### src/source/cpu_pkg.sv
`default_nettype none

package cpu_pkg;

  typedef logic [31:0] word_t;
  typedef logic [4:0]  reg_address_t;
  typedef logic [5:0]  opcode_t;
  typedef logic [4:0]  sub_opcode_t;

  typedef enum logic [1:0] {
    stop_state    = 2'b00,
    fetch_state   = 2'b01,
    execute_state = 2'b10,
    write_state   = 2'b11
  } control_state_t;

  // immediate extension modes
  typedef enum logic [1:0] {
    imm5_zero  = 2'b00,
    imm15_sign = 2'b01,
    imm15_zero = 2'b10,
    imm20_sign = 2'b11
  } imm_kind_t;

  typedef enum logic [2:0] {
    alu_add,
    alu_sub,
    alu_and,
    alu_or,
    alu_xor,
    alu_sll,
    alu_srl,
    alu_rotr
  } alu_op_t;

  // major opcodes, instruction bits 30:25
  localparam opcode_t op_alu  = 6'b100000;
  localparam opcode_t op_addi = 6'b101000;
  localparam opcode_t op_ori  = 6'b101100;
  localparam opcode_t op_xori = 6'b101011;
  localparam opcode_t op_movi = 6'b100010;

  // function field of the alu group, bits 4:0
  localparam sub_opcode_t sub_add   = 5'b00000;
  localparam sub_opcode_t sub_sub   = 5'b00001;
  localparam sub_opcode_t sub_and   = 5'b00010;
  localparam sub_opcode_t sub_xor   = 5'b00011;
  localparam sub_opcode_t sub_or    = 5'b00100;
  localparam sub_opcode_t sub_slli  = 5'b01000;
  localparam sub_opcode_t sub_srli  = 5'b01001;
  localparam sub_opcode_t sub_rotri = 5'b01011;

endpackage

`default_nettype wire

### src/source/regfile_if.sv
`timescale 1ns/100ps
`default_nettype none

interface regfile_if;
  import cpu_pkg::*;

  reg_address_t read_address1;
  reg_address_t read_address2;
  reg_address_t write_address;
  logic         read_enable;
  logic         write_enable;
  word_t        read_data1;
  word_t        read_data2;
  word_t        write_data;

  // addresses and enables come from the decoded instruction
  modport control (
    output read_address1,
    output read_address2,
    output write_address,
    output read_enable,
    output write_enable
  );

  modport datapath (
    input  read_data1,
    input  read_data2,
    output write_data
  );

  modport storage (
    input  read_address1,
    input  read_address2,
    input  write_address,
    input  read_enable,
    input  write_enable,
    input  write_data,
    output read_data1,
    output read_data2
  );

endinterface

`default_nettype wire

### src/source/register_file.sv
`timescale 1ns/100ps
`default_nettype none

module register_file (
  input  logic                  clock,
  input  logic                  reset,
  regfile_if.storage            regs,
  input  cpu_pkg::reg_address_t debug_address,
  output cpu_pkg::word_t        debug_data
);
  import cpu_pkg::*;

  localparam int reg_count = 2 ** $bits(reg_address_t);

  word_t storage [reg_count];

  // r0 is an ordinary register here
  always_ff @(posedge clock) begin
    if (reset) begin
      for (int i = 0; i < reg_count; i++) begin
        storage[i] <= '0;
      end
    end else if (regs.write_enable) begin
      storage[regs.write_address] <= regs.write_data;
    end
  end

  // operands captured at the end of fetch
  always_ff @(posedge clock) begin
    if (regs.read_enable) begin
      regs.read_data1 <= storage[regs.read_address1];
      regs.read_data2 <= storage[regs.read_address2];
    end
  end

  assign debug_data = storage[debug_address];

endmodule

`default_nettype wire

### src/flat_wrapper.sv
// flat-port wrapper written by rule: the top's interface ports become plain ports
module register_file_flat import cpu_pkg::*;
  (clock, reset, debug_address, debug_data, regs_read_address1, regs_read_address2, regs_write_address, regs_read_enable, regs_write_enable, regs_write_data, regs_read_data1, regs_read_data2);
  regfile_if regs_i ();
  input  logic clock;
  input  logic reset;
  input  cpu_pkg::reg_address_t debug_address;
  output cpu_pkg::word_t debug_data;
  input wire logic [$bits(regs_i.read_address1)-1:0] regs_read_address1;
  input wire logic [$bits(regs_i.read_address2)-1:0] regs_read_address2;
  input wire logic [$bits(regs_i.write_address)-1:0] regs_write_address;
  input wire logic [$bits(regs_i.read_enable)-1:0] regs_read_enable;
  input wire logic [$bits(regs_i.write_enable)-1:0] regs_write_enable;
  input wire logic [$bits(regs_i.write_data)-1:0] regs_write_data;
  output wire logic [$bits(regs_i.read_data1)-1:0] regs_read_data1;
  output wire logic [$bits(regs_i.read_data2)-1:0] regs_read_data2;
  assign regs_i.read_address1 = regs_read_address1;
  assign regs_i.read_address2 = regs_read_address2;
  assign regs_i.write_address = regs_write_address;
  assign regs_i.read_enable = regs_read_enable;
  assign regs_i.write_enable = regs_write_enable;
  assign regs_i.write_data = regs_write_data;
  assign regs_read_data1 = regs_i.read_data1;
  assign regs_read_data2 = regs_i.read_data2;
  register_file u_core (.clock(clock), .reset(reset), .regs(regs_i), .debug_address(debug_address), .debug_data(debug_data));
endmodule
### config.mk
export PLATFORM = sky130hd
export DESIGN_NAME = register_file_flat
export DESIGN_NICKNAME = d
export VERILOG_FILES = /design/src/source/cpu_pkg.sv /design/src/source/regfile_if.sv /design/src/source/register_file.sv /design/src/flat_wrapper.sv
export SDC_FILE = /design/constraint.sdc
export NUM_CORES = 2
export LEC_CHECK = 0
export BUFFER_PORTS_ARGS = -buffer_cell sky130_fd_sc_hd__buf_2
export CORE_MARGIN = 3
export CORE_UTILIZATION = 55
export DETAILED_ROUTE_END_ITERATION = 7
export GPL_TIMING_DRIVEN = 0
export PLACE_DENSITY_LB_ADDON = 0.05
export SYNTH_ARGS = -nofsm -noshare
export SYNTH_HDL_FRONTEND = slang
export SYNTH_SLANG_ARGS = --single-unit
### constraint.sdc
create_clock -name clock -period 3.4 [get_ports clock]
set_input_delay 0.68 -clock clock [delete_from_list [all_inputs] [get_ports clock]]
set_output_delay 0.68 -clock clock [all_outputs]
set_load 0.005 [all_outputs]
Yosys cells after proc, flatten, opt, wreduce, memory -nomap -nowiden
Memories as Yosys holds them, arrays and structs flattened. A register that Yosys moved wholly into a read port is not among the register bits. Cells that the tools add are included.

Muxes and demuxes: 8. Reductions and logical operators: 1.

Operators by type and width (count): two-way mux 32 bit (1); OR reduction 32 bit (1); two-way mux 1 bit (6); two-way mux 5 bit (1).

Register bits: 0. RAM bits: 1024. Bits of input ports: 56. Output and inout port bits: 96. Logic and storage cells: 10. Memories: 1.

Memory list: u_core.storage (words 32, bits a word 32, rd ports 3, clocked after memory_dff 2, write ports 32, RTL line register_file.sv:15) `word_t storage [reg_count];`.

Logic depth before layout (Yosys ltp)
Word-level depth: 5. Mapped depth: 8.

Worst setup path before layout
Ideal clock, no wire load.

Path kind: input-to-output. Start point: input debug_address[1]. End point: output debug_data[25]. Arrival: 1772 ps. Path slack: 948 ps. Cell stages on the path: 8. Cells stage by stage: buf_4 > buf_6 > buf_6 > buf_6 > mux2i_1 > a22oi_1 > a31oi_1 > nand3_1.

Longest elaborated chain between the ends: 1.

RTL lines: start: declaration (RTL line flat_wrapper.sv:7) `input cpu_pkg::reg_address_t debug_address;`; memory read (32 x 32 bit); end: declaration (RTL line flat_wrapper.sv:8) `output cpu_pkg::word_t debug_data;`.

Every way passes these cells.

==> metrics.csv <==
metric,value,unit
post_cts resized,72,
final routed DRC violation total,0,
startpoint types,primary input,
asr flop ratio synth,0,%
register area share after synthesis,48.5,%
die area,127000,um^2
vias in the first global route,53300,
Final Max Tran Viols,143,
Via Count,55800,
dpl hpwl,219000,um
distinct cell type count after synthesis,32,
Min-Delay Path Class,in -> reg,
"EDFF count, synth",1088,
clk sinks,1088,
total track usage,47.9,%
row count,127,
Final setup viols,94,
pin count of the biggest net entering global routing,47,
per-cell routed wire length,39.4,um
initial antenna violation count,34,
layout cell share with drive strength beyond 1,12.7,%
Rel. slew slack,-5.77,%
Final Hold Fails,0,
Yosys warnings,0,
Die Ht,356,um
worst-path maximum fanout,32,
Worst EP required,3.78,ns
first drt pass iteration count,6,
synth cell count leaders,"mux2i_1, edfxtp_1, and2_1, nand2_1, nand3_1",
later-pin clock latency in the skew report,0.79,ns
CTS Buffer Depth,3,
worst ir drop on vdd,0.563,mV
# hold bufs at CTS,0,
final worst slack,-0.111,ns
FF-to-FF setup slack,1.42,ns
RePlAce Congestion,1.01,
most frequent cell after synthesis,mux2i_1,
minimum clock period,3.51,ns
CP dominant cell by count,nor2_1,
area growth from synthesis to layout,11.6,%
final net count,6207,
R2R depth,5,
Worst Path Arrival,3.89,ns
fillers,9958,
clk root buf,clkbuf_16,
Yosys reg bits,1088,
Cell Pwr Density,492,nW/um^2
io pins,152,
final instance area,75100,um^2
via/cell ratio,7.06,
core area,121000,um^2
clock buffer count from CTS,131,
failing checks,"capacitance limit, slew limit, setup timing",
maxcap violations,5,
WHS Endpoint,u_core.storage[3][20],
Area after DPL,70300,um^2
Min-Delay Path Depth,2,
Initial Utilization,55.7,%
ranking of synthesized cells by area,"edfxtp_1, mux2i_1, and2_1",
Worst R2R Start,u_core.storage[7][0],
RSZ-0062 raised after global routing,yes,
critical path type,in -> reg,
final wirelength,311000,um
TritonCTS clock tree,built,
Final Core Density,62.2,%
Worst path max stage delay,1.27,ns
Worst Hold Launch,regs_write_data[20],
post-synth top area cell,edfxtp_1,
First DRT Iteration DRCs,9424,
crit end category,flop,
clock slew at reported path FFs,0.06,ns
Clock Skews,0.0225,ns
Tightest Pin Transition,1.59,ns
synthesized area,67300,um^2
crit path cell chain,buf_2 -> nand2b_4 -> nor2_1 -> nand2_2 -> nor2_1 -> or2_2,
post-synth top area share,48.5,%
fmax,285,MHz
Slowest cell on crit path,or2_2,
I/O Buffers,148,
first-pass GRT wire length,416000,um
Mapped Avg Cell Area,11.5,um^2
status,finished with violations,
RR Endpoint,u_core.regs.read_data2[0],
Setup TNS,-3.79,ns
"Primary FF master, synth",edfxtp_1,
# H-tree levels,4,
final critical-path share of the clock period,103,%
Antenna Nets Post-Route,0,
Post-Place Setup Slack,-0.920,ns
leakage,30.8,nW
Syn Inst Count,5862,
Mapped Nets,5918,
total gr overflow,0,
Die X,356,um
Post CTS Setup Buffer Count,0,
## metal layers
| layer | wire length [um] | GRT usage (%) | vias up |
|---|---|---|---|
| met1 | 112000 | 60.7 | 27400 |
| li1 | - | - | 22400 |
| met2 | 126000 | 66.4 | 4883 |
| met3 | 46600 | 18.5 | 1162 |
| met5 | 402 | 1.92 | - |
| met4 | 25400 | 34.4 | 20 |
## power by group
| group | leakage, nW | switching [mW] | internal, mW |
|---|---|---|---|
| registers | 10.4 | 0.565 | 15.6 |
| clock network | 2.19 | 5.99 | 9.09 |
| logic | 18.2 | 3.94 | 1.81 |
| total | 30.8 | 10.5 | 26.5 |
## kinds of logic after synthesis
group	share of synthesized area, %
and+or+nand+nor	15.1
muxes	22.8
DFF	48.5
buffers and inverters	4.77
AOI/OAI and AO/OA	8.74
## how the worst max path moves through the flow
stage	start	to	cells after the start
floorplan	debug_address[1]	debug_data[25]	8
global placement	reset	u_core.storage[13][19]	6
detailed placement	debug_address[0]	debug_data[19]	8
CTS	debug_address[1]	debug_data[29]	8
global route	debug_address[1]	debug_data[3]	9
finish	reset	u_core.storage[21][19]	6
## layout make-up
class	count	area (um^2)	share of cell area, %
Antenna cell	31	77.6	0.103
Buffer	573	3400	4.53
Clock buffer	163	3570	4.75
Clock inverter	72	911	1.21
Multi-Input combinational cell	4200	31500	42.0
Sequential cell	1088	32700	43.5
Tap cell	1612	2020	2.68
Timing Repair Buffer	157	932	1.24
## critical path, delay by kind of cell
kind	cells	cell delay (ns)
AND/OR/NAND/NOR	5	2.93
buffers and inverters	1	0.17
## cells in the final DEF, fill, tap and decap left out, types with 8 or more instances in the layout
| cell type | Yosys | layout |
|---|---|---|
| buf_2 | 96 | 227 |
| clkbuf_2 | 74 | 94 |
| bufinv_16 | 0 | 22 |
| diode_2 | 0 | 31 |
| buf_6 | 60 | 77 |
| clkinv_1 | 0 | 19 |
| buf_1 | 17 | 10 |
| nand3_1 | 289 | 280 |
| a21oi_1 | 288 | 288 |
| nand3_2 | 0 | 9 |
| clkbuf_4 | 4 | 23 |
| nor2_1 | 23 | 20 |
| a22oi_1 | 288 | 287 |
| a31oi_1 | 96 | 92 |
| nor2_4 | 8 | 8 |
| edfxtp_1 | 1088 | 1088 |
| buf_4 | 97 | 96 |
| clkbuf_1 | 225 | 217 |
| clkbuf_16 | 0 | 139 |
| and2_1 | 1027 | 1027 |
| clkinv_2 | 0 | 23 |
| a22o_1 | 192 | 192 |
| nand2_1 | 292 | 292 |
| nor3_1 | 96 | 94 |
| mux2i_1 | 1536 | 1536 |
| or2_2 | 35 | 29 |
## registers in the layout, summed over array words and instances, names as in the netlist
register and flops:
u_core.regs.read_data1 32, u_core.storage 1024, u_core.regs.read_data2 32
## per-stage QoR
stage | std cells | hold WS, ns | total power, mW
global placement | 7622 | 0.736 | 21.7
CTS | 7865 | 0.232 | 36.5
floorplan | 5862 | 0.679 | 19.3
detailed placement | 7630 | 0.733 | 21.8
finish | 7896 | 0.254 | 37.0
global route | 7868 | 0.275 | 37.5
(Power assumes the default switching activity.)
