<file path="src/source/cpu_pkg.sv">
`default_nettype none

package cpu_pkg;

  typedef logic [31:0] word_t;
  typedef logic [4:0]  reg_address_t;
  typedef logic [5:0]  opcode_t;
  typedef logic [4:0]  sub_opcode_t;

  typedef enum logic [1:0] {
    stop_state    = 2'b00,
    fetch_state   = 2'b01,
    execute_state = 2'b10,
    write_state   = 2'b11
  } control_state_t;

  // immediate extension modes
  typedef enum logic [1:0] {
    imm5_zero  = 2'b00,
    imm15_sign = 2'b01,
    imm15_zero = 2'b10,
    imm20_sign = 2'b11
  } imm_kind_t;

  typedef enum logic [2:0] {
    alu_add,
    alu_sub,
    alu_and,
    alu_or,
    alu_xor,
    alu_sll,
    alu_srl,
    alu_rotr
  } alu_op_t;

  // major opcodes, instruction bits 30:25
  localparam opcode_t op_alu  = 6'b100000;
  localparam opcode_t op_addi = 6'b101000;
  localparam opcode_t op_ori  = 6'b101100;
  localparam opcode_t op_xori = 6'b101011;
  localparam opcode_t op_movi = 6'b100010;

  // function field of the alu group, bits 4:0
  localparam sub_opcode_t sub_add   = 5'b00000;
  localparam sub_opcode_t sub_sub   = 5'b00001;
  localparam sub_opcode_t sub_and   = 5'b00010;
  localparam sub_opcode_t sub_xor   = 5'b00011;
  localparam sub_opcode_t sub_or    = 5'b00100;
  localparam sub_opcode_t sub_slli  = 5'b01000;
  localparam sub_opcode_t sub_srli  = 5'b01001;
  localparam sub_opcode_t sub_rotri = 5'b01011;

endpackage

`default_nettype wire

</file>
<file path="src/source/regfile_if.sv">
`timescale 1ns/100ps
`default_nettype none

interface regfile_if;
  import cpu_pkg::*;

  reg_address_t read_address1;
  reg_address_t read_address2;
  reg_address_t write_address;
  logic         read_enable;
  logic         write_enable;
  word_t        read_data1;
  word_t        read_data2;
  word_t        write_data;

  // addresses and enables come from the decoded instruction
  modport control (
    output read_address1,
    output read_address2,
    output write_address,
    output read_enable,
    output write_enable
  );

  modport datapath (
    input  read_data1,
    input  read_data2,
    output write_data
  );

  modport storage (
    input  read_address1,
    input  read_address2,
    input  write_address,
    input  read_enable,
    input  write_enable,
    input  write_data,
    output read_data1,
    output read_data2
  );

endinterface

`default_nettype wire

</file>
<file path="src/source/execute_unit.sv">
`timescale 1ns/100ps
`default_nettype none

module execute_unit (
  input  logic               clock,
  input  logic               reset,
  regfile_if.datapath        regs,
  input  cpu_pkg::imm_kind_t imm_kind,
  input  logic               imm_reg_select,
  input  logic               writeback_select,
  input  cpu_pkg::alu_op_t   alu_op,
  input  logic [19:0]        immediate,
  input  logic               execute_enable
);
  import cpu_pkg::*;

  word_t       extended_imm;
  word_t       operand1;
  word_t       operand2;
  word_t       alu_result;
  word_t       result;
  logic [4:0]  shift_amount;
  logic [63:0] rotate_wide;

  always_comb begin
    case (imm_kind)
      imm5_zero:  extended_imm = {27'd0, immediate[14:10]};
      imm15_sign: extended_imm = {{17{immediate[14]}}, immediate[14:0]};
      imm15_zero: extended_imm = {17'd0, immediate[14:0]};
      default:    extended_imm = {{12{immediate[19]}}, immediate};
    endcase
  end

  assign operand1     = regs.read_data1;
  assign operand2     = imm_reg_select ? extended_imm : regs.read_data2;
  assign shift_amount = operand2[4:0];

  // doubled word, low half is the rotate
  assign rotate_wide = {operand1, operand1} >> shift_amount;

  always_comb begin
    case (alu_op)
      alu_add: alu_result = operand1 + operand2;
      alu_sub: alu_result = operand1 - operand2;
      alu_and: alu_result = operand1 & operand2;
      alu_or:  alu_result = operand1 | operand2;
      alu_xor: alu_result = operand1 ^ operand2;
      alu_sll: alu_result = operand1 << shift_amount;
      alu_srl: alu_result = operand1 >> shift_amount;
      default: alu_result = rotate_wide[31:0];
    endcase
  end

  always_ff @(posedge clock) begin
    if (reset) begin
      result <= '0;
    end else if (execute_enable) begin
      result <= writeback_select ? operand2 : alu_result;
    end
  end

  assign regs.write_data = result;

endmodule

`default_nettype wire

</file>
<file path="src/flat_wrapper.sv">
// flat-port wrapper written by rule: the top's interface ports become plain ports
module execute_unit_flat import cpu_pkg::*;
  (clock, reset, imm_kind, imm_reg_select, writeback_select, alu_op, immediate, execute_enable, regs_read_data1, regs_read_data2, regs_write_data);
  regfile_if regs_i ();
  input  logic clock;
  input  logic reset;
  input  cpu_pkg::imm_kind_t imm_kind;
  input  logic imm_reg_select;
  input  logic writeback_select;
  input  cpu_pkg::alu_op_t alu_op;
  input  logic [19:0] immediate;
  input  logic execute_enable;
  input wire logic [$bits(regs_i.read_data1)-1:0] regs_read_data1;
  input wire logic [$bits(regs_i.read_data2)-1:0] regs_read_data2;
  output wire logic [$bits(regs_i.write_data)-1:0] regs_write_data;
  assign regs_i.read_data1 = regs_read_data1;
  assign regs_i.read_data2 = regs_read_data2;
  assign regs_write_data = regs_i.write_data;
  execute_unit u_core (.clock(clock), .reset(reset), .regs(regs_i), .imm_kind(imm_kind), .imm_reg_select(imm_reg_select), .writeback_select(writeback_select), .alu_op(alu_op), .immediate(immediate), .execute_enable(execute_enable));
endmodule
</file>
<file path="config.mk">
export PLATFORM = sky130hd
export DESIGN_NAME = execute_unit_flat
export DESIGN_NICKNAME = d
export VERILOG_FILES = /design/src/source/cpu_pkg.sv /design/src/source/regfile_if.sv /design/src/source/execute_unit.sv /design/src/flat_wrapper.sv
export SDC_FILE = /design/constraint.sdc
export NUM_CORES = 1
export LEC_CHECK = 0
export BUFFER_PORTS_ARGS = -buffer_cell sky130_fd_sc_hd__buf_2
export CORE_MARGIN = 1
export CORE_UTILIZATION = 55
export DETAILED_ROUTE_END_ITERATION = 6
export PLACE_DENSITY = 0.81
export RECOVER_POWER = 25
export SLEW_MARGIN = 20
export SYNTH_ARGS = -nofsm -noshare
export SYNTH_HDL_FRONTEND = slang
export SYNTH_SLANG_ARGS = --single-unit
</file>
<file path="constraint.sdc">
create_clock -name clock -period 5.85 [get_ports clock]
set_clock_uncertainty 0.15 [all_clocks]
set_input_delay 0.2925 -clock clock [delete_from_list [all_inputs] [get_ports clock]]
set_output_delay 0.2925 -clock clock [all_outputs]
set_load 0.02 [all_outputs]
</file>
== After elaboration in Yosys (flattened, before gate mapping) ==
Cells that the tools add are included.
Word-level totals
  output and inout port bits: 32
  logic and storage cells: 23
  bits in registers: 32
Cells by class
  reductions and logical operators: 2
  muxes and demuxes: 4
  $add $sub $neg: 2
  eq/ne operators: 8
  bitwise operators: 3
  shift operators: 3
Operator list (number)
  $pmux 32 s7: 1
  $pmux 32 s3: 1
  $mux 32: 2
  $shr 64x5->32: 1
  $add 32x32->32: 1
  $and 32x32->32: 1
  $or 32x32->32: 1
  $shl 32x5->32: 1
  $shr 32x5->32: 1
  $sub 32x32->32: 1
  $xor 32x32->32: 1
  $eq 3x3->1 const B: 3
  $eq 3x2->1 const B: 2
  $eq 3x1->1 const B: 1
  $logic_not 3->1: 1
  $eq 2x1->1 const B: 1
  $eq 2x2->1 const B: 1
  $logic_not 2->1: 1

== Logic depth before layout (Yosys ltp) ==
  depth after elaboration: 6
  depth in mapped cells: 24
  mapped depth without buffers: 21

== Least setup slack after synthesis ==
OpenSTA, ideal clock, no wires.
  kind: in2reg
  start: in imm_kind[0]
  end: reg u_core.result[27], in the netlist u_core.regs.write_data[27]
  stages: 20
  arrival: 4653 ps
  data required time: 5608 ps
  path buffers: 5
  setup slack: 955 ps
  cells stage by stage: buf_2 > or3b_2 > a31o_2 > buf_2 > inv_1 > clkbuf_1 > clkbuf_1 > buf_1 > xnor2_1 > ha_1 > nor2_1 > a211o_1 > a32oi_1 > a31oi_1 > o211ai_1 > a221oi_1 > nor4_1 > a311oi_1 > o21a_1 > nor4_1
On the way
  longest elaborated chain between the ends: 6
  elaborated cells between the ends (all ways): 15
Ends and longest elaborated chain
  from (decl): RTL line flat_wrapper.sv:7  | input cpu_pkg::imm_kind_t imm_kind;
  $eq 2x2->1, or another cell as far along: RTL line execute_unit.sv:26  | case (imm_kind)
  $pmux 32 s3 (*): RTL line execute_unit.sv:26
  $mux 32 (*): RTL line execute_unit.sv:35  | assign operand2 = imm_reg_select ? extended_imm : regs.read_data2;
  $sub 32x32->32, or another cell as far along: RTL line execute_unit.sv:44  | alu_sub: alu_result = operand1 - operand2;
  $pmux 32 s7: RTL line execute_unit.sv:42  | case (alu_op)
  $mux 32 (*): RTL line execute_unit.sv:58  | result <= writeback_select ? operand2 : alu_result;
  to (signal assigned): RTL line execute_unit.sv:58
  to (decl): RTL line execute_unit.sv:21  | word_t result;
Every way passes the cells marked *; elsewhere a longest branch is shown, timed or not.
A chain may end at the register's enable or synchronous reset.

== Worst setup path after layout ==
  start: in imm_kind[1]
  end: reg u_core.result[28], in the netlist u_core.regs.write_data[28]
Same word-level chain as after synthesis.

==> flow_metrics.py <==
metrics = {
    "cts": {
        "tritoncts": "done",
        "path_clk_slew_ns": 0.07,
        "cts_root_buffer": "clkbuf_16",
        "clockBufferDepth": 2,
        "cts_setup_buffers": 0,
        "cts_sinks": 32,
        "cts_buffers": 5,
        "htreeDepth": 2,
        "hold_buffers": 0,
        "insertion_delay_ns": 0.29,
        "cts_resized": 0,
    },
    "yosys": {
        "synth_edf_count": 0,
        "synth_fp_nets": 1568,
        "ys.warnings.count": 0,
        "syn_inst": 1379,
        "synthFlopType": "dfxtp_1",
        "ys_types": 81,
        "yosysSeqAreaShare_pct": 6.81,
        "syn_area_per_cell_um2": 6.82,
        "synth_area_leaders": "ha_1 13%, mux2i_1 11%, dfxtp_1 6.8%",
        "ys_ff_latch": 32,
        "synth.most_common_cell": "nor2_1",
        "yosysTopAreaCellShare_pct": 12.5,
        "synth_area_um2": 9410,
        "netlist_top_cells_count": "135 x nor2_1, 121 x o21ai_0, 115 x nand2_1",
        "async_flop_share_pct": 0,
        "yosysTopAreaCell": "ha_1",
    },
    "worst_hold_path": {
        "hp-start": "u_core.regs.write_data[12]",
        "worstHoldPathType": "register to register",
        "hold_end": "u_core.regs.write_data[12]",
        "holdPathStages": 2,
    },
    "run_status": {
        "status": "finished, final reports clean",
    },
    "floorplanning": {
        "initial_core_util_pct": 56.5,
        "rows": 47,
        "fp.dieH_um": 133,
        "pin_count": 126,
        "fp.dieArea_um2": 17600,
        "die_w_um": 133,
        "core_um2": 16600,
    },
    "cells_and_area": {
        "area_growth_pct": 9.04,
        "stdcell_area_um2": 10300,
        "register_area_um2": 641,
        "largest_reg_flops": 32,
        "multi_input_area_um2": 8070,
        "instances_no_fill": 1658,
        "nNetsFinal": 1627,
        "drive_gt1_share_pct": 13.4,
        "fill_cells": 1601,
        "diodes": 0,
    },
    "placement": {
        "io_buffers": 125,
        "dpl.cell_count": 1651,
        "dp_hpwl_um": 32300,
        "dpl_cell_area_um2": 10100,
        "gp_congestion": 1.08,
    },
    "drt": {
        "totalWireLength_um": 42500,
        "postRouteAntennaNets": 0,
        "first_iter_violations": 1838,
        "drc": 0,
        "num_vias": 11900,
        "routed_via_density": 7.18,
        "wl_per_cell_um": 25.6,
        "dr.pass1.iters": 7,
    },
    "timing": {
        "fin_crit_ns": 5.24,
        "min_period_over_period_pct": 89.5,
        "drv_slew": 0,
        "tightest_slew_ns": 1.05,
        "hold_viol_final": 0,
        "rsz0062_at_grt": "false",
        "finalSetupViolations": 0,
        "fmax_mhz": 191,
        "relSlewSlack_pct": 29.9,
        "fin_tns_setup_ns": 0,
    },
    "global_routing": {
        "grt_pass1_wl_um": 63900,
        "grt_pass1_vias": 10700,
        "grt_max_degree": 72,
        "grt_overflow_total": 0,
        "gr-usage-all-layers_pct": 47.1,
        "antenna_found_initial": 0,
    },
    "critical_path": {
        "worstReg2RegStart": "u_core.regs.write_data[16]",
        "worstSetupPathType": "primary input to register",
        "cp.arrival_ns": 5.26,
        "crit_start": "imm_kind[1]",
        "crit_fanout": 52,
        "rr_worst_depth": 5,
        "rrSetupSlack_ns": 4.00,
        "end_kind": "register",
        "r2r-end": "u_core.regs.write_data[16]",
        "cp-start-kind": "primary input",
        "crit_required_ns": 5.88,
    },
    "power_and_ir_drop": {
        "powerDensity_nw_per_um2": 181,
        "ir_worst_vdd_v": 0.000104,
        "power.leakage_nw": 4.59,
    },
    "flow_run": {
        "maxCapViolCount": 0,
    },
}
per-layer routing:
layer / up-vias / wire, um / global-route usage [%]
met5: - / 0 / 0.833
met4: 0 / 2810 / 26.6
met2: 1014 / 16500 / 66.2
met1: 5422 / 16200 / 62.7
li1: 5257 / - / -
met3: 216 / 6880 / 15.0
placed cells by master (no fill, tap or decap), drive strengths merged, types with 7 or more instances in the layout:
| cell type | n |
|---|---|
| dfxtp | 32 |
| a221oi | 19 |
| a2111oi | 7 |
| ha | 94 |
| a31oi | 17 |
| o21a | 8 |
| a21o | 14 |
| nand2b | 11 |
| buf | 142 |
| nor2 | 135 |
| a21oi | 110 |
| o211a | 7 |
| a211oi | 24 |
| xnor2 | 44 |
| a22oi | 21 |
| mux2 | 16 |
| o21ai | 122 |
| nand2 | 115 |
| nor4 | 16 |
| nor2b | 21 |
| a22o | 10 |
| nand3 | 21 |
| mux2i | 103 |
| xor2 | 8 |
| nor3 | 22 |
| o221ai | 9 |
| inv | 76 |
| o22ai | 56 |
| clkbuf | 22 |
| o211ai | 31 |
report_power, final:
group,switching (mW),internal [mW]
clock,0.127,0.156
combinational,0.866,0.458
sequential,0.0156,0.239
how the worst max path moves through the flow:
stage / to / slack (ns) / cells after the start
floorplan: u_core.regs.write_data[27] / 0.96 / 20
global placement: u_core.regs.write_data[31] / 0.65 / 19
detailed placement: u_core.regs.write_data[28] / 0.47 / 19
CTS: u_core.regs.write_data[28] / 0.78 / 19
global route: u_core.regs.write_data[28] / 0.31 / 19
finish: u_core.regs.write_data[28] / 0.61 / 19
final cells by class:
cell class              instances  share of cell area [%]
clock buffers                   6                    1.26
clock inverters                 1                  0.0488
inverters                      77                    2.82
multi-input cells            1164                    78.6
flip-flops and latches         32                    6.25
well taps                     220                    2.68
repair buffers                158                    8.32
stage by stage:
step	worst slack (ns)	hold slack (ns)	utilization, %	total power, mW
2_1_floorplan	0.955	0.349	-	1.13
3_3_place_gp	0.647	0.292	61.0	1.50
3_5_place_dp	0.466	0.281	61.0	1.51
4_1_cts	0.783	0.294	61.8	1.79
5_1_grt	0.314	0.341	61.6	1.93
6_report	0.614	0.305	61.6	1.86
cells by family after synthesis:
| kind of cell | after synthesis | share of synthesized area [%] |
|---|---|---|
| compound gates | 513 | 35.5 |
| xor+xnor | 52 | 4.84 |
| fa+ha+maj | 95 | 12.7 |
| buf+inv | 183 | 7.66 |
| flops | 32 | 6.81 |
| mux | 121 | 13.4 |
| simple gates | 383 | 19.1 |
critical path, cell delays in order:
cell and delay [ns]:
buf_2 0.22, or3b_2 0.48, a31o_2 0.26, inv_2 0.08, buf_4 0.51, nor2_1 0.24
a21oi_1 0.23, xnor2_1 0.15, ha_1 0.28, a21oi_1 0.21, o21ai_0 0.18, a41oi_1 0.44
a21oi_1 0.24, o21ai_0 0.20, a31oi_1 0.18, o21ai_0 0.35, mux2i_1 0.23, a211oi_1 0.09
a2111oi_0 0.37
Note: power is estimated with default switching activity, not from simulation.
