===== src/source/cpu_pkg.sv =====
`default_nettype none

package cpu_pkg;

  typedef logic [31:0] word_t;
  typedef logic [4:0]  reg_address_t;
  typedef logic [5:0]  opcode_t;
  typedef logic [4:0]  sub_opcode_t;

  typedef enum logic [1:0] {
    stop_state    = 2'b00,
    fetch_state   = 2'b01,
    execute_state = 2'b10,
    write_state   = 2'b11
  } control_state_t;

  // immediate extension modes
  typedef enum logic [1:0] {
    imm5_zero  = 2'b00,
    imm15_sign = 2'b01,
    imm15_zero = 2'b10,
    imm20_sign = 2'b11
  } imm_kind_t;

  typedef enum logic [2:0] {
    alu_add,
    alu_sub,
    alu_and,
    alu_or,
    alu_xor,
    alu_sll,
    alu_srl,
    alu_rotr
  } alu_op_t;

  // major opcodes, instruction bits 30:25
  localparam opcode_t op_alu  = 6'b100000;
  localparam opcode_t op_addi = 6'b101000;
  localparam opcode_t op_ori  = 6'b101100;
  localparam opcode_t op_xori = 6'b101011;
  localparam opcode_t op_movi = 6'b100010;

  // function field of the alu group, bits 4:0
  localparam sub_opcode_t sub_add   = 5'b00000;
  localparam sub_opcode_t sub_sub   = 5'b00001;
  localparam sub_opcode_t sub_and   = 5'b00010;
  localparam sub_opcode_t sub_xor   = 5'b00011;
  localparam sub_opcode_t sub_or    = 5'b00100;
  localparam sub_opcode_t sub_slli  = 5'b01000;
  localparam sub_opcode_t sub_srli  = 5'b01001;
  localparam sub_opcode_t sub_rotri = 5'b01011;

endpackage

`default_nettype wire


===== src/source/regfile_if.sv =====
`timescale 1ns/100ps
`default_nettype none

interface regfile_if;
  import cpu_pkg::*;

  reg_address_t read_address1;
  reg_address_t read_address2;
  reg_address_t write_address;
  logic         read_enable;
  logic         write_enable;
  word_t        read_data1;
  word_t        read_data2;
  word_t        write_data;

  // addresses and enables come from the decoded instruction
  modport control (
    output read_address1,
    output read_address2,
    output write_address,
    output read_enable,
    output write_enable
  );

  modport datapath (
    input  read_data1,
    input  read_data2,
    output write_data
  );

  modport storage (
    input  read_address1,
    input  read_address2,
    input  write_address,
    input  read_enable,
    input  write_enable,
    input  write_data,
    output read_data1,
    output read_data2
  );

endinterface

`default_nettype wire


===== src/source/ir_controller.sv =====
`timescale 1ns/100ps
`default_nettype none

module ir_controller (
  input  logic               clock,
  input  logic               reset,
  input  logic               run,
  input  cpu_pkg::word_t     instruction,
  regfile_if.control         regs,
  output cpu_pkg::imm_kind_t imm_kind,
  output logic               imm_reg_select,
  output logic               writeback_select,
  output logic               execute_enable,
  output logic               retire,
  output cpu_pkg::alu_op_t   alu_op,
  output logic [19:0]        immediate
);
  import cpu_pkg::*;

  control_state_t state;
  control_state_t next_state;
  word_t          present_instruction;
  opcode_t        opcode;
  sub_opcode_t    sub_opcode;
  logic           is_shift;

  assign opcode     = present_instruction[30:25];
  assign sub_opcode = present_instruction[4:0];
  assign immediate  = present_instruction[19:0];

  assign regs.write_address = present_instruction[24:20];
  assign regs.read_address1 = present_instruction[19:15];
  assign regs.read_address2 = present_instruction[14:10];

  // stop holds until run, the rest always advance
  always_comb begin
    case (state)
      stop_state:    next_state = run ? fetch_state : stop_state;
      fetch_state:   next_state = execute_state;
      execute_state: next_state = write_state;
      default:       next_state = stop_state;
    endcase
  end

  // enables registered from the next state so they line up with it
  always_ff @(posedge clock) begin
    if (reset) begin
      state             <= stop_state;
      regs.read_enable  <= 1'b0;
      execute_enable    <= 1'b0;
      regs.write_enable <= 1'b0;
      retire            <= 1'b0;
    end else begin
      state             <= next_state;
      regs.read_enable  <= (next_state == fetch_state);
      execute_enable    <= (next_state == execute_state);
      regs.write_enable <= (next_state == write_state);
      retire            <= (next_state == write_state);
    end
  end

  // latch on the edge leaving stop
  always_ff @(posedge clock) begin
    if (state == stop_state && next_state == fetch_state) begin
      present_instruction <= instruction;
    end
  end

  assign is_shift = (sub_opcode == sub_slli) || (sub_opcode == sub_srli) ||
                    (sub_opcode == sub_rotri);

  assign writeback_select = (opcode == op_movi);

  always_comb begin
    imm_kind       = imm5_zero;
    imm_reg_select = 1'b0;
    alu_op         = alu_add;
    case (opcode)
      op_alu: begin
        imm_reg_select = is_shift;
        case (sub_opcode)
          sub_sub:   alu_op = alu_sub;
          sub_and:   alu_op = alu_and;
          sub_or:    alu_op = alu_or;
          sub_xor:   alu_op = alu_xor;
          sub_slli:  alu_op = alu_sll;
          sub_srli:  alu_op = alu_srl;
          sub_rotri: alu_op = alu_rotr;
          default:   alu_op = alu_add;
        endcase
      end
      op_addi: begin
        imm_kind       = imm15_sign;
        imm_reg_select = 1'b1;
      end
      op_ori: begin
        imm_kind       = imm15_zero;
        imm_reg_select = 1'b1;
        alu_op         = alu_or;
      end
      op_xori: begin
        imm_kind       = imm15_zero;
        imm_reg_select = 1'b1;
        alu_op         = alu_xor;
      end
      // alu result ignored, operand 2 is written back
      op_movi: begin
        imm_kind       = imm20_sign;
        imm_reg_select = 1'b1;
      end
      default: begin
        imm_kind = imm5_zero;
      end
    endcase
  end

endmodule

`default_nettype wire


===== src/flat_wrapper.sv =====
// flat-port wrapper written by rule: the top's interface ports become plain ports
module ir_controller_flat import cpu_pkg::*;
  (clock, reset, run, instruction, imm_kind, imm_reg_select, writeback_select, execute_enable, retire, alu_op, immediate, regs_read_address1, regs_read_address2, regs_write_address, regs_read_enable, regs_write_enable);
  regfile_if regs_i ();
  input  logic clock;
  input  logic reset;
  input  logic run;
  input  cpu_pkg::word_t instruction;
  output cpu_pkg::imm_kind_t imm_kind;
  output logic imm_reg_select;
  output logic writeback_select;
  output logic execute_enable;
  output logic retire;
  output cpu_pkg::alu_op_t alu_op;
  output logic [19:0] immediate;
  output wire logic [$bits(regs_i.read_address1)-1:0] regs_read_address1;
  output wire logic [$bits(regs_i.read_address2)-1:0] regs_read_address2;
  output wire logic [$bits(regs_i.write_address)-1:0] regs_write_address;
  output wire logic [$bits(regs_i.read_enable)-1:0] regs_read_enable;
  output wire logic [$bits(regs_i.write_enable)-1:0] regs_write_enable;
  assign regs_read_address1 = regs_i.read_address1;
  assign regs_read_address2 = regs_i.read_address2;
  assign regs_write_address = regs_i.write_address;
  assign regs_read_enable = regs_i.read_enable;
  assign regs_write_enable = regs_i.write_enable;
  ir_controller u_core (.clock(clock), .reset(reset), .run(run), .instruction(instruction), .regs(regs_i), .imm_kind(imm_kind), .imm_reg_select(imm_reg_select), .writeback_select(writeback_select), .execute_enable(execute_enable), .retire(retire), .alu_op(alu_op), .immediate(immediate));
endmodule

===== config.mk =====
export PLATFORM = sky130hd
export DESIGN_NAME = ir_controller_flat
export DESIGN_NICKNAME = d
export VERILOG_FILES = /design/src/source/cpu_pkg.sv /design/src/source/regfile_if.sv /design/src/source/ir_controller.sv /design/src/flat_wrapper.sv
export SDC_FILE = /design/constraint.sdc
export NUM_CORES = 1
export LEC_CHECK = 0
export BUFFER_PORTS_ARGS = -buffer_cell sky130_fd_sc_hd__buf_2
export CAP_MARGIN = 5
export CORE_MARGIN = 2
export CORE_UTILIZATION = 35
export DETAILED_ROUTE_END_ITERATION = 12
export GPL_TIMING_DRIVEN = 0
export REMOVE_ABC_BUFFERS = 1
export SLEW_MARGIN = 20
export SYNTH_ARGS = -nofsm -noshare
export SYNTH_HDL_FRONTEND = slang
export SYNTH_SLANG_ARGS = --single-unit

===== constraint.sdc =====
create_clock -name clock -period 7.7 [get_ports clock]
set_input_delay 1.54 -clock clock [delete_from_list [all_inputs] [get_ports clock]]
set_output_delay 1.54 -clock clock [all_outputs]
set_load 0.005 [all_outputs]

# Word-level counts from Yosys, hierarchy flattened
# Cells that the tools add are included.
[classes]
n_eq_ne = 17
n_reduce_logical = 6
mux = 6
[op_table]
columns = ["cell", "n"]
rows = [
  ["6-bit equality test, second input constant", 5],
  ["3-bit one-hot mux with 7 select lines", 1],
  ["5-bit by 4-bit equality test with 1-bit output, second input constant", 3],
  ["2-bit one-hot mux with 3 select lines", 2],
  ["5-bit by 2-bit equality test with 1-bit output, second input constant", 2],
  ["3-bit one-hot mux with 3 select lines", 1],
  ["2-bit equality test, second input constant", 3],
  ["5-bit by 1-bit equality test with 1-bit output, second input constant", 1],
  ["5-bit by 3-bit equality test with 1-bit output, second input constant", 1],
  ["2-bit by 1-bit equality test with 1-bit output, second input constant", 2],
  ["4-bit OR reduction", 1],
  ["2-bit zero test", 1],
  ["1-bit logical OR", 2],
  ["1-bit one-hot mux with 2 select lines", 1],
  ["2-bit OR reduction", 1],
  ["1-bit logical AND", 1],
  ["1-bit 2-to-1 mux", 1],
]
[word_totals]
ff_bits = 36
wordCells = 34
output_inout_bits = 46

# Logic depth before layout (Yosys ltp)
# Gate-level depths: netlist (run 1).
[depth]
ltp_word = 4
depth_mapped = 5
depth_no_buf = 5

# Least setup slack after synthesis (run 1)
# OpenSTA, ideal clock, no wires.
[synth_timing]
kind = "input-to-reg"
from = "input run"
to = "register u_core.present_instruction[0], enable pin"
path_stages = 2
t_arrival_ns = 6.530
n_path_buf = 0
required_time_ns = 7.113
path_slack_ns = 0.583
path_cell_list = "nor2_1 a2111oi_0"
[synth_between]
elab_chain_len = 4
[synth_lines]
columns = ["element", "line_no", "text"]
rows = [
  ["start: declaration", "flat_wrapper.sv:7", "input logic run;"],
  ["1-bit 2-to-1 mux", "ir_controller.sv:38", "stop_state: next_state = run ? fetch_state : stop_state;"],
  ["2-bit one-hot mux with 3 select lines", "ir_controller.sv:37", "case (state)"],
  ["2-bit by 1-bit equality test with 1-bit output", "ir_controller.sv:64", "if (state == stop_state && next_state == fetch_state) begin"],
  ["1-bit logical AND", "ir_controller.sv:64", ""],
  ["end signal: assignment", "ir_controller.sv:65", "present_instruction <= instruction;"],
  ["end: declaration", "ir_controller.sv:22", "word_t present_instruction;"],
]
# Every way passes these cells.
# A chain may end at the register's enable or synchronous reset.

# Worst setup path in the final report (run 1)
[layout_timing]
from = "register u_core.present_instruction[2]"
to = "output imm_reg_select"
[layout_between]
elab_chain_len = 4
[layout_lines]
columns = ["element", "line_no", "text"]
rows = [
  ["5-bit by 4-bit equality test with 1-bit output", "ir_controller.sv:69", "assign is_shift = (sub_opcode == sub_slli) || (sub_opcode == sub_srli) ||"],
  ["1-bit logical OR", "ir_controller.sv:69", ""],
  ["1-bit logical OR (*)", "ir_controller.sv:69", ""],
  ["1-bit one-hot mux with 2 select lines (*)", "ir_controller.sv:78", "case (opcode)"],
  ["end: declaration", "flat_wrapper.sv:10", "output logic imm_reg_select;"],
]
# Every way passes the cells marked *; elsewhere a longest branch is shown, timed or not.

==> results of run 1 <==
==> through the flow <==
stage          hold slack [ns]  utilization, %  instances  setup TNS, ns
2_1_floorplan            0.496               -         88              0
5_1_grt                  0.599            43.0        234              0
6_report                 0.563            43.0        234              0
4_1_cts                  0.579            43.0        234              0
3_3_place_gp             0.543            39.8        221         -45.75
3_5_place_dp             0.567            40.6        226              0
==> per-layer routing <==
metal  vias to the layer above  global-route usage, %  part of all wire [%]
met5                         -                      0                     0
met4                         0                   4.94                   2.1
met3                         6                   5.52                   9.5
li1                        513                      -                     -
met1                       448                   11.6                    40
met2                        48                   16.5                    48
==> sequential cells by signal, indices dropped and copies added, names as in the netlist <==
name	cells
u_core.present_instruction	31
u_core.state	2
u_core.regs.write_enable	1
u_core.execute_enable	1
u_core.regs.read_enable	1
==> where the power goes <==
part           internal [uW]  switching (uW)  leakage (uW)
registers                277            35.0      0.000334
logic                   77.3            74.1      0.000476
clock network           95.7            67.0     0.0000541
total                    450             176      0.000863
==> final cells by class <==
cell class	count	area, um^2
multi-input cells	48	339
clock inverters	3	42.5
fillers	456	2640
repair buffers	84	425
flip-flops and latches	36	1030
well taps	54	67.6
inverters	4	15.0
clock buffers	5	68.8
==> logic make-up after synthesis <==
logic type,synth area share (%)
adder cells (fa/ha/maj),2.27
flip-flops,62.4
multiplexers,0.606
AO/OA/AOI/OAI,5.15
buffers and inverters,17.5
AND/OR/NAND/NOR,10.5
XOR/XNOR,1.59
==> path summary, 6_finish.rpt <==
path | from | end | slack [ns] | depth (start not counted)
setup / recovery | u_core.present_instruction[2] | imm_reg_select | 4.02 | 4
hold / removal | u_core.state[1] | u_core.state[0] | 0.56 | 2
setup reg to reg | u_core.state[1] | u_core.present_instruction[22] | 5.29 | 6
hold reg to reg | u_core.state[1] | u_core.state[0] | 0.56 | 2
==> worst max-delay path: stages, from the launching register on <==
cell,delay [ns]
edfxtp_1,0.48
or4_4,0.57
or4b_1,0.52
a31oi_1,0.17
buf_2,0.13
==> cell usage in the layout (no fill, tap or decap) <==
| master | n |
|---|---|
| a2111oi_2 | 1 |
| a211o_2 | 1 |
| a21boi_0 | 1 |
| a21oi_1 | 3 |
| a2bb2oi_1 | 1 |
| a31oi_1 | 1 |
| and2_1 | 1 |
| and3b_1 | 1 |
| buf_2 | 82 |
| buf_4 | 2 |
| bufinv_16 | 1 |
| clkbuf_8 | 5 |
| clkinv_2 | 1 |
| clkinvlp_4 | 1 |
| dfxtp_1 | 5 |
| edfxtp_1 | 31 |
| ha_1 | 3 |
| inv_1 | 4 |
| mux2i_1 | 1 |
| nand2_1 | 3 |
| nand2b_1 | 2 |
| nand3_1 | 1 |
| nand3b_1 | 1 |
| nor2_1 | 5 |
| nor2b_1 | 5 |
| nor3_1 | 2 |
| nor3b_1 | 1 |
| nor4_1 | 1 |
| nor4b_1 | 2 |
| o21ai_0 | 4 |
| o31a_1 | 1 |
| or4_4 | 1 |
| or4b_1 | 2 |
| xnor2_1 | 2 |
| xor2_1 | 1 |
==> Yosys cell counts (all sizes together) <==
library cell | count | area share, %
a2111oi | 1 | 0.53
a211o | 1 | 0.61
a21boi | 1 | 0.45
a21oi | 3 | 0.91
a2bb2oi | 1 | 0.53
a31oi | 1 | 0.38
and2 | 1 | 0.38
and3b | 1 | 0.53
buf | 36 | 16
clkbuf | 1 | 0.23
dfxtp | 5 | 6.1
edfxtp | 31 | 56
ha | 3 | 2.3
inv | 4 | 0.91
mux2i | 1 | 0.61
nand2 | 3 | 0.68
nand2b | 2 | 0.76
nand3 | 1 | 0.30
nand3b | 1 | 0.45
nor2 | 5 | 1.1
nor2b | 5 | 1.9
nor3 | 2 | 0.61
nor3b | 1 | 0.45
nor4 | 1 | 0.38
nor4b | 2 | 1.1
o21ai | 4 | 1.2
o31a | 1 | 0.53
or4 | 1 | 0.68
or4b | 2 | 1.2
xnor2 | 2 | 1.1
xor2 | 1 | 0.53
==> results_dict.tcl, run 1 <==
set metrics [dict create \
    vdd_drop_max_uv 129 \
    syn_inst 125 \
    core-area_um2 4630 \
    vias 1015 \
    period_share_pct 47.9 \
    drt-initial-drc-count 19 \
    dp_slack_ns 4.31 \
    end_kind "output port" \
    cts_tree "done" \
    antenna_left 0 \
    powerDensity_nw_per_um2 315 \
    path_clk_slew_ns 0.07 \
    antenna_cells 0 \
    finClkSkew_ns 0.00416 \
    min_period_ns 3.68 \
    grt_pass1_vias 872 \
    status "finished, final reports clean" \
    chipWidth_um 72.7 \
    die_y_um 72.7 \
    vias_per_cell 4.34 \
    rsz0062_at_grt "no" \
    wl_per_cell_um 11.7 \
    worstPathMaxFanout 6 \
    cts-root-buf "clkbuf_8" \
    grt_start_max_net_pins 13 \
    dr.pass1.iters 4 \
    startpoint_type "register" \
    slew_viol_final 0 \
    grt_pass1_wl_mm 4.02 \
    cts_setup_buffers 0 \
    cts_resized 0 \
    h-tree-depth 2 \
    hp-class "register to register" \
    clk_latency_ns 0.28 \
    syn_to_final_growth_pct 20.4 \
    grt-ovfl-total 0 \
    io_pins 81 \
    synth_area_um2 1650 \
    crit_arrival_ns 2.14 \
    finalPower_uw 626 \
    design_area_um2 1990 \
    worstSetupPathType "register to output port" \
    cts_inserted_buffers 5 \
    drv_cap 0 \
    holdBufCountCts 0 \
    ys_types 31 \
    placed_area_um2 1880 \
    ys_ff_latch 36 \
    nets 217 \
    p_leak_uw 0.000863 \
    drive_gt1_share_pct 52.8 \
    cts_sinks 36 \
    fmax_mhz 271 \
    initial_core_util_pct 35.7 \
    antenna_found_initial 0 \
    ctsLongestPathBuffers 2 \
    routabilityCongestion 0.780 \
    row_count 25 \
    slew_headroom_pct 51.1 \
    syn-mean-instance-area_um2 13.2 \
    hold_violations 0 \
    track_usage_pct 10.4 \
    crit_required_ns 6.16 \
    wl_mm 2.73 \
    dpl.hpwl_mm 2.16 \
    post-route-drc-count 0 \
    ys_warn_count 0 \
    numPortBuffers 79 \
    tightest_slew_ns 0.732 \
    die-area_um2 5290 \
    setup_viol 0 \
    synth-seq-area-share_pct 62.4 \
    fin_ws_ns 4.02 \
]
No activity file was read; power rests on OpenSTA's default activity.
==> run 2: changes to the inputs <==
--- a/config.mk
+++ b/config.mk
@@ -5,6 +5,7 @@
 export SDC_FILE = /design/constraint.sdc
 export NUM_CORES = 1
 export LEC_CHECK = 0
+export ABC_AREA = 1
 export BUFFER_PORTS_ARGS = -buffer_cell sky130_fd_sc_hd__buf_2
 export CAP_MARGIN = 5
 export CORE_MARGIN = 2
==> constraint.sdc (replaced) <==
create_clock -name clock -period 3.8 [get_ports clock]
set_input_delay 0.76 -clock clock [delete_from_list [all_inputs] [get_ports clock]]
set_output_delay 0.76 -clock clock [all_outputs]
set_load 0.005 [all_outputs]
==> results_dict.tcl, run 2 <==
set metrics [dict create \
    status "finished, final reports clean" \
    clk_latency_ns 0.28 \
    routabilityCongestion 0.780 \
    cp_top_family "flip-flops" \
    multi_input_area_um2 283 \
    h-tree-depth 2 \
    cts_inserted_buffers 5 \
    syn-mean-instance-area_um2 11.7 \
    end_kind "output port" \
    antenna_left 0 \
    period_share_pct 55.5 \
    synth_area_um2 1640 \
    core-area_um2 4440 \
    dpl.hpwl_mm 2.00 \
    largest_reg_flops 31 \
    die_y_um 72.5 \
    grt_pass1_vias 862 \
    post-route-drc-count 0 \
    regMostFlops "u_core.present_instruction" \
    yosysMostFrequentCell "buf_4" \
    powerDensity_nw_per_um2 605 \
    critPathSlowestCell "edfxtp_1" \
    antenna_found_initial 0 \
    min_period_ns 2.11 \
    cp_num_buf_inv 1 \
    ff_latch_area_um2 1030 \
    ctsLongestPathBuffers 2 \
    place_inst 236 \
    vias 1031 \
    chipWidth_um 72.5 \
    busiest_layer "met2" \
    rsz0062_at_grt "no" \
    worstReg2RegStart "u_core.state[0]" \
    ys_ff_latch 36 \
    syn_inst 140 \
    hold_violations 0 \
    nFillCells 410 \
    grt_pass1_wl_mm 3.63 \
    grt_start_max_net_pins 19 \
    final_cell_mix "buf_2, edfxtp_1, inv_1, nand2_1, nor2_1" \
    holdBufCountCts 0 \
    numPortBuffers 79 \
    synth_flop_cell "edfxtp_1" \
    rr_worst_depth 6 \
    slew_viol_final 0 \
    synth-seq-area-share_pct 62.7 \
    vdd_drop_max_uv 350 \
    tightest_slew_ns 0.460 \
    met1_usage_pct 9.67 \
    cts-root-buf "clkbuf_8" \
    async_flop_share_pct 0 \
    holdPathEnd "u_core.regs.write_enable" \
    vias_per_cell 4.23 \
    r2r-end "u_core.present_instruction[1]" \
    synthTopCellsByCount "buf_4, edfxtp_1, inv_1, nand2_1, nor2_1" \
    use_met3_pct 5.97 \
    ys_warn_count 0 \
    crit_required_ns 3.04 \
    nets 229 \
    whs_path_depth 3 \
    cts_tree "done" \
    drive_gt1_share_pct 51.6 \
    cts_resized 0 \
    max_stage_delay_ns 0.50 \
    dr.pass1.iters 5 \
    path_clk_slew_ns 0.07 \
    slew_headroom_pct 69.3 \
    wl_mm 2.53 \
    ys_types 19 \
    yosysTopAreaCellShare_pct 56.6 \
    syn_to_final_growth_pct 18.6 \
    cp_common_cell "nand2_1" \
    antenna_cells 0 \
    startpoint_type "register" \
    track_usage_pct 9.67 \
    crit_arrival_ns 1.35 \
    yosysTopAreaCell "edfxtp_1" \
    row_count 24 \
    min_from "u_core.state[1]" \
    setup_viol 0 \
    finalNonFillerCells 244 \
    io_pins 81 \
    fmax_mhz 474 \
    synth-edff-count 31 \
    worstSetupPathType "register to output port" \
    crit_chain "nor2_2 > nand4_1 > nand3_1 > nand2_1 > nand2_1 > buf_2" \
    worstPathMaxFanout 7 \
    r2r_setup_slack_ns 2.02 \
    drt-initial-drc-count 13 \
    p_leak_uw 0.000919 \
    drv_cap 0 \
    top_regs "u_core.present_instruction: 31 flops, u_core.state: 2 flops" \
    die-area_um2 5260 \
    initial_core_util_pct 37.0 \
    cts_sinks 36 \
    finClkSkew_ns 0.00420 \
    final_common_cell "buf_2" \
    grt-ovfl-total 0 \
    hp-class "register to register" \
    cts_setup_buffers 0 \
    fin_tns_setup_ns 0 \
    synth_top_cells_by_area "edfxtp_1, buf_4, dfxtp_1, inv_1, nand2_1" \
    grt_use_met2_pct 15.4 \
    wl_per_cell_um 10.4 \
]
-- run 2: cell families (layout without fill, tap and decap cells) --
group	after synthesis	in the layout	synth area share [%]
simple gates	42	42	12.8
buf+inv	54	106	20.5
fa+ha+maj	3	3	2.28
compound gates	5	5	1.67
flops	36	36	62.7
-- run 2: worst max-delay path by stage --
stage	slack [ns]	cells past startpoint	to	startpoint
after floorplan	1.10	4	u_core.present_instruction[0]	run
after global placement	0.42	5	u_core.present_instruction[2]	run
after detailed placement	1.78	6	u_core.present_instruction[4]	run
after CTS	1.67	6	alu_op[0]	u_core.present_instruction[1]
after global routing	1.57	8	alu_op[0]	u_core.present_instruction[4]
final	1.69	6	alu_op[0]	u_core.present_instruction[1]
-- run 2: area by class of cell --
cell class | instances | share of cell area, %
Clock buffer | 7 | 3.92
Clock inverter | 1 | 0.193
Inverter | 18 | 3.47
Multi-Input combinational cell | 50 | 14.5
Sequential cell | 36 | 52.9
Tap cell | 52 | 3.34
Timing Repair Buffer | 80 | 21.7
-- run 2: worst reg2reg max path: stages, from the launching register on --
cell     delay, ns
dfxtp_1       0.35
inv_1         0.07
ha_1          0.31
inv_1         0.07
nand2_1       0.08
nor2_4        0.40
buf_16        0.21
-- run 2: through the flow --
stage	power, uW	setup slack, ns	hold WS, ns	cell area (um^2)	util, %
detailed placement	948	1.78	0.601	1870	42.1
CTS	1200	1.67	0.610	1950	43.9
global placement	915	0.417	0.588	1830	41.3
finish	1180	1.69	0.619	1950	43.9
global route	1250	1.57	0.627	1950	43.9
floorplan	765	1.10	0.549	1370	-
-- run 2: metal layers --
| layer | share of wire (%) | up-vias | wire [um] |
|---|---|---|---|
| met4 | 0.91 | 0 | 23 |
| met1 | 39 | 446 | 985 |
| met2 | 48 | 58 | 1210 |
| met5 | 0 | - | 0 |
| met3 | 12 | 2 | 315 |
| li1 | - | 525 | - |
-- run 2: power by group --
part	switching (uW)	internal [uW]	leakage (uW)	total (uW)
Combinational	179	142	0.000550	321
Sequential	50.3	561	0.000329	612
Clock	118	127	0.0000399	246
==> run 3: changes to the inputs <==
--- a/config.mk
+++ b/config.mk
@@ -5,13 +5,14 @@
 export SDC_FILE = /design/constraint.sdc
 export NUM_CORES = 1
 export LEC_CHECK = 0
-export ABC_AREA = 1
+export ABC_AREA = 0
 export BUFFER_PORTS_ARGS = -buffer_cell sky130_fd_sc_hd__buf_2
 export CAP_MARGIN = 5
 export CORE_MARGIN = 2
 export CORE_UTILIZATION = 35
 export DETAILED_ROUTE_END_ITERATION = 12
 export GPL_TIMING_DRIVEN = 0
+export PLACE_DENSITY = 0.66
 export REMOVE_ABC_BUFFERS = 1
 export SLEW_MARGIN = 20
 export SYNTH_ARGS = -nofsm -noshare
==> constraint.sdc (replaced) <==
create_clock -name clock -period 1.69 [get_ports clock]
set_input_delay 0.338 -clock clock [delete_from_list [all_inputs] [get_ports clock]]
set_output_delay 0.338 -clock clock [all_outputs]
set_load 0.005 [all_outputs]
==> results_dict.tcl, run 3 (synthesis gave the netlist of run 1 again) <==
set metrics [dict create \
    status "finished with violations" \
    violations "negative setup slack" \
    powerDensity_nw_per_um2 1410 \
    crit_arrival_ns 2.00 \
    fin_tns_setup_ns -2.64 \
    startpoint_type "register" \
    regMostFlops "u_core.present_instruction" \
    p_leak_uw 0.000929 \
    die_y_um 72.7 \
    grt_pass1_vias 1039 \
    path_clk_slew_ns 0.07 \
    finalPower_uw 3010 \
    row_count 25 \
    drive_gt1_share_pct 58.9 \
    routabilityCongestion 0.763 \
    core-area_um2 4630 \
    pwr-share-seq_pct 47.4 \
    rsz0062_at_grt "yes" \
    numPortBuffers 79 \
    netSwitchingPower_uw 863 \
    die-area_um2 5290 \
    antenna_cells 0 \
    whs_path_depth 1 \
    dr.pass1.iters 4 \
    ctsLongestPathBuffers 2 \
    swShare_pct 28.7 \
    r2r_setup_slack_ns 0.06 \
    chipWidth_um 72.7 \
    worstReg2RegStart "u_core.state[1]" \
    fin_ws_ns -0.645 \
    setup_viol 7 \
    finClkSkew_ns 0.00539 \
    slew_headroom_pct 79.2 \
    antenna_found_initial 0 \
    period_share_pct 138 \
    cts_sinks 36 \
    wl_mm 3.14 \
    worstSetupPathType "register to output port" \
    syn_to_final_growth_pct 29.3 \
    hold_violations 0 \
    cts_tree "done" \
    holdBufCountCts 0 \
    ff_latch_area_um2 1040 \
    track_usage_pct 11.2 \
    grt-ovfl-total 0 \
    post-route-drc-count 0 \
    multi_input_area_um2 399 \
    initial_core_util_pct 35.7 \
    final_cell_mix "buf_2, edfxtp_1, buf_4, clkbuf_8" \
    dpl.hpwl_mm 2.29 \
    io_pins 81 \
    worstPathMaxFanout 2 \
    fmax_mhz 428 \
    clk_latency_ns 0.28 \
    min_from "instruction[20]" \
    min_period_ns 2.33 \
    intPower_uw 2140 \
    grt_pass1_wl_mm 4.47 \
    fin_util_pct 46.2 \
    vias 1069 \
    nets 227 \
    final_common_cell "buf_2" \
    r2r-end "u_core.present_instruction[10]" \
    vdd_drop_max_uv 674 \
    drv_cap 0 \
    crit_required_ns 1.35 \
    wl_per_cell_um 12.9 \
    p_clk_share_pct 21.4 \
    rr_worst_depth 6 \
    largest_reg_flops 31 \
    cts_inserted_buffers 5 \
    vias_per_cell 4.38 \
    comb_power_share_pct 31.2 \
    hp-class "input port to register" \
    antenna_left 0 \
    h-tree-depth 2 \
    nFillCells 442 \
    grt_start_max_net_pins 13 \
    slew_viol_final 0 \
    cts-root-buf "clkbuf_8" \
    holdPathEnd "u_core.present_instruction[20]" \
    end_kind "output port" \
    tightest_slew_ns 0.312 \
    drt-initial-drc-count 28 \
    top_regs "u_core.present_instruction: 31 flops, u_core.state: 2 flops" \
]
[run 3: how the worst max path moves through the flow]
| stage | slack [ns] | depth (start not counted) | start | to |
|---|---|---|---|---|
| final | -0.64 | 4 | u_core.present_instruction[4] | imm_reg_select |
| after global routing | -0.72 | 4 | u_core.present_instruction[4] | imm_reg_select |
| after CTS | -0.63 | 4 | u_core.present_instruction[4] | imm_reg_select |
| after detailed placement | -0.79 | 6 | u_core.state[1] | u_core.present_instruction[4] |
| after global placement | -6.51 | 3 | u_core.state[1] | u_core.present_instruction[4] |
| after floorplan | -4.57 | 3 | u_core.state[1] | u_core.present_instruction[0] |
[run 3: critical path, cell delays in order, from the launching register on]
cell and delay, ns:
edfxtp_1 0.41, or4_4 0.55, or4b_1 0.48, a31oi_1 0.14, buf_2 0.14
[run 3: layer usage]
metal / track usage [%] / wire [um] / share of wire [%] / up-vias
met4: 4.53 / 63 / 2.0 / 0
met1: 11.6 / 1220 / 39 / 479
met3: 4.83 / 233 / 7.4 / 6
met2: 19.6 / 1630 / 52 / 50
li1: - / - / - / 534
met5: 0 / 0 / 0 / -
[run 3: per-stage QoR]
stage | hold slack (ns) | std cells | instance area (um^2) | setup WS (ns)
6_report | 0.231 | 244 | 2140 | -0.645
4_1_cts | 0.218 | 241 | 2080 | -0.634
5_1_grt | 0.211 | 244 | 2140 | -0.721
2_1_floorplan | 0.410 | 88 | 1380 | -4.57
3_3_place_gp | 0.516 | 221 | 1840 | -6.51
3_5_place_dp | 0.516 | 226 | 1880 | -0.793
[run 3: layout make-up]
class,instances,share of cell area [%]
multi-input cells,48,18.7
clock buffers,8,4.68
repair buffers,94,24.3
inverters,4,0.703
flip-flops and latches,36,48.5
well taps,54,3.16
[run 3: power by group through the flow]
stage,Combinational (uW),Sequential (uW),Clock [uW]
2_1_floorplan,183,1290,0
3_3_place_gp,342,1230,0
3_5_place_dp,716,1440,0
4_1_cts,867,1420,662
5_1_grt,1030,1450,703
6_report,938,1420,644
[run 3: what timing repair did]
item                                    4_1_cts  5_1_grt
resized for setup                            11        7
setup buffers                                 8        3
pin swaps                                     6        1
endpoints found under the setup margin       37       38
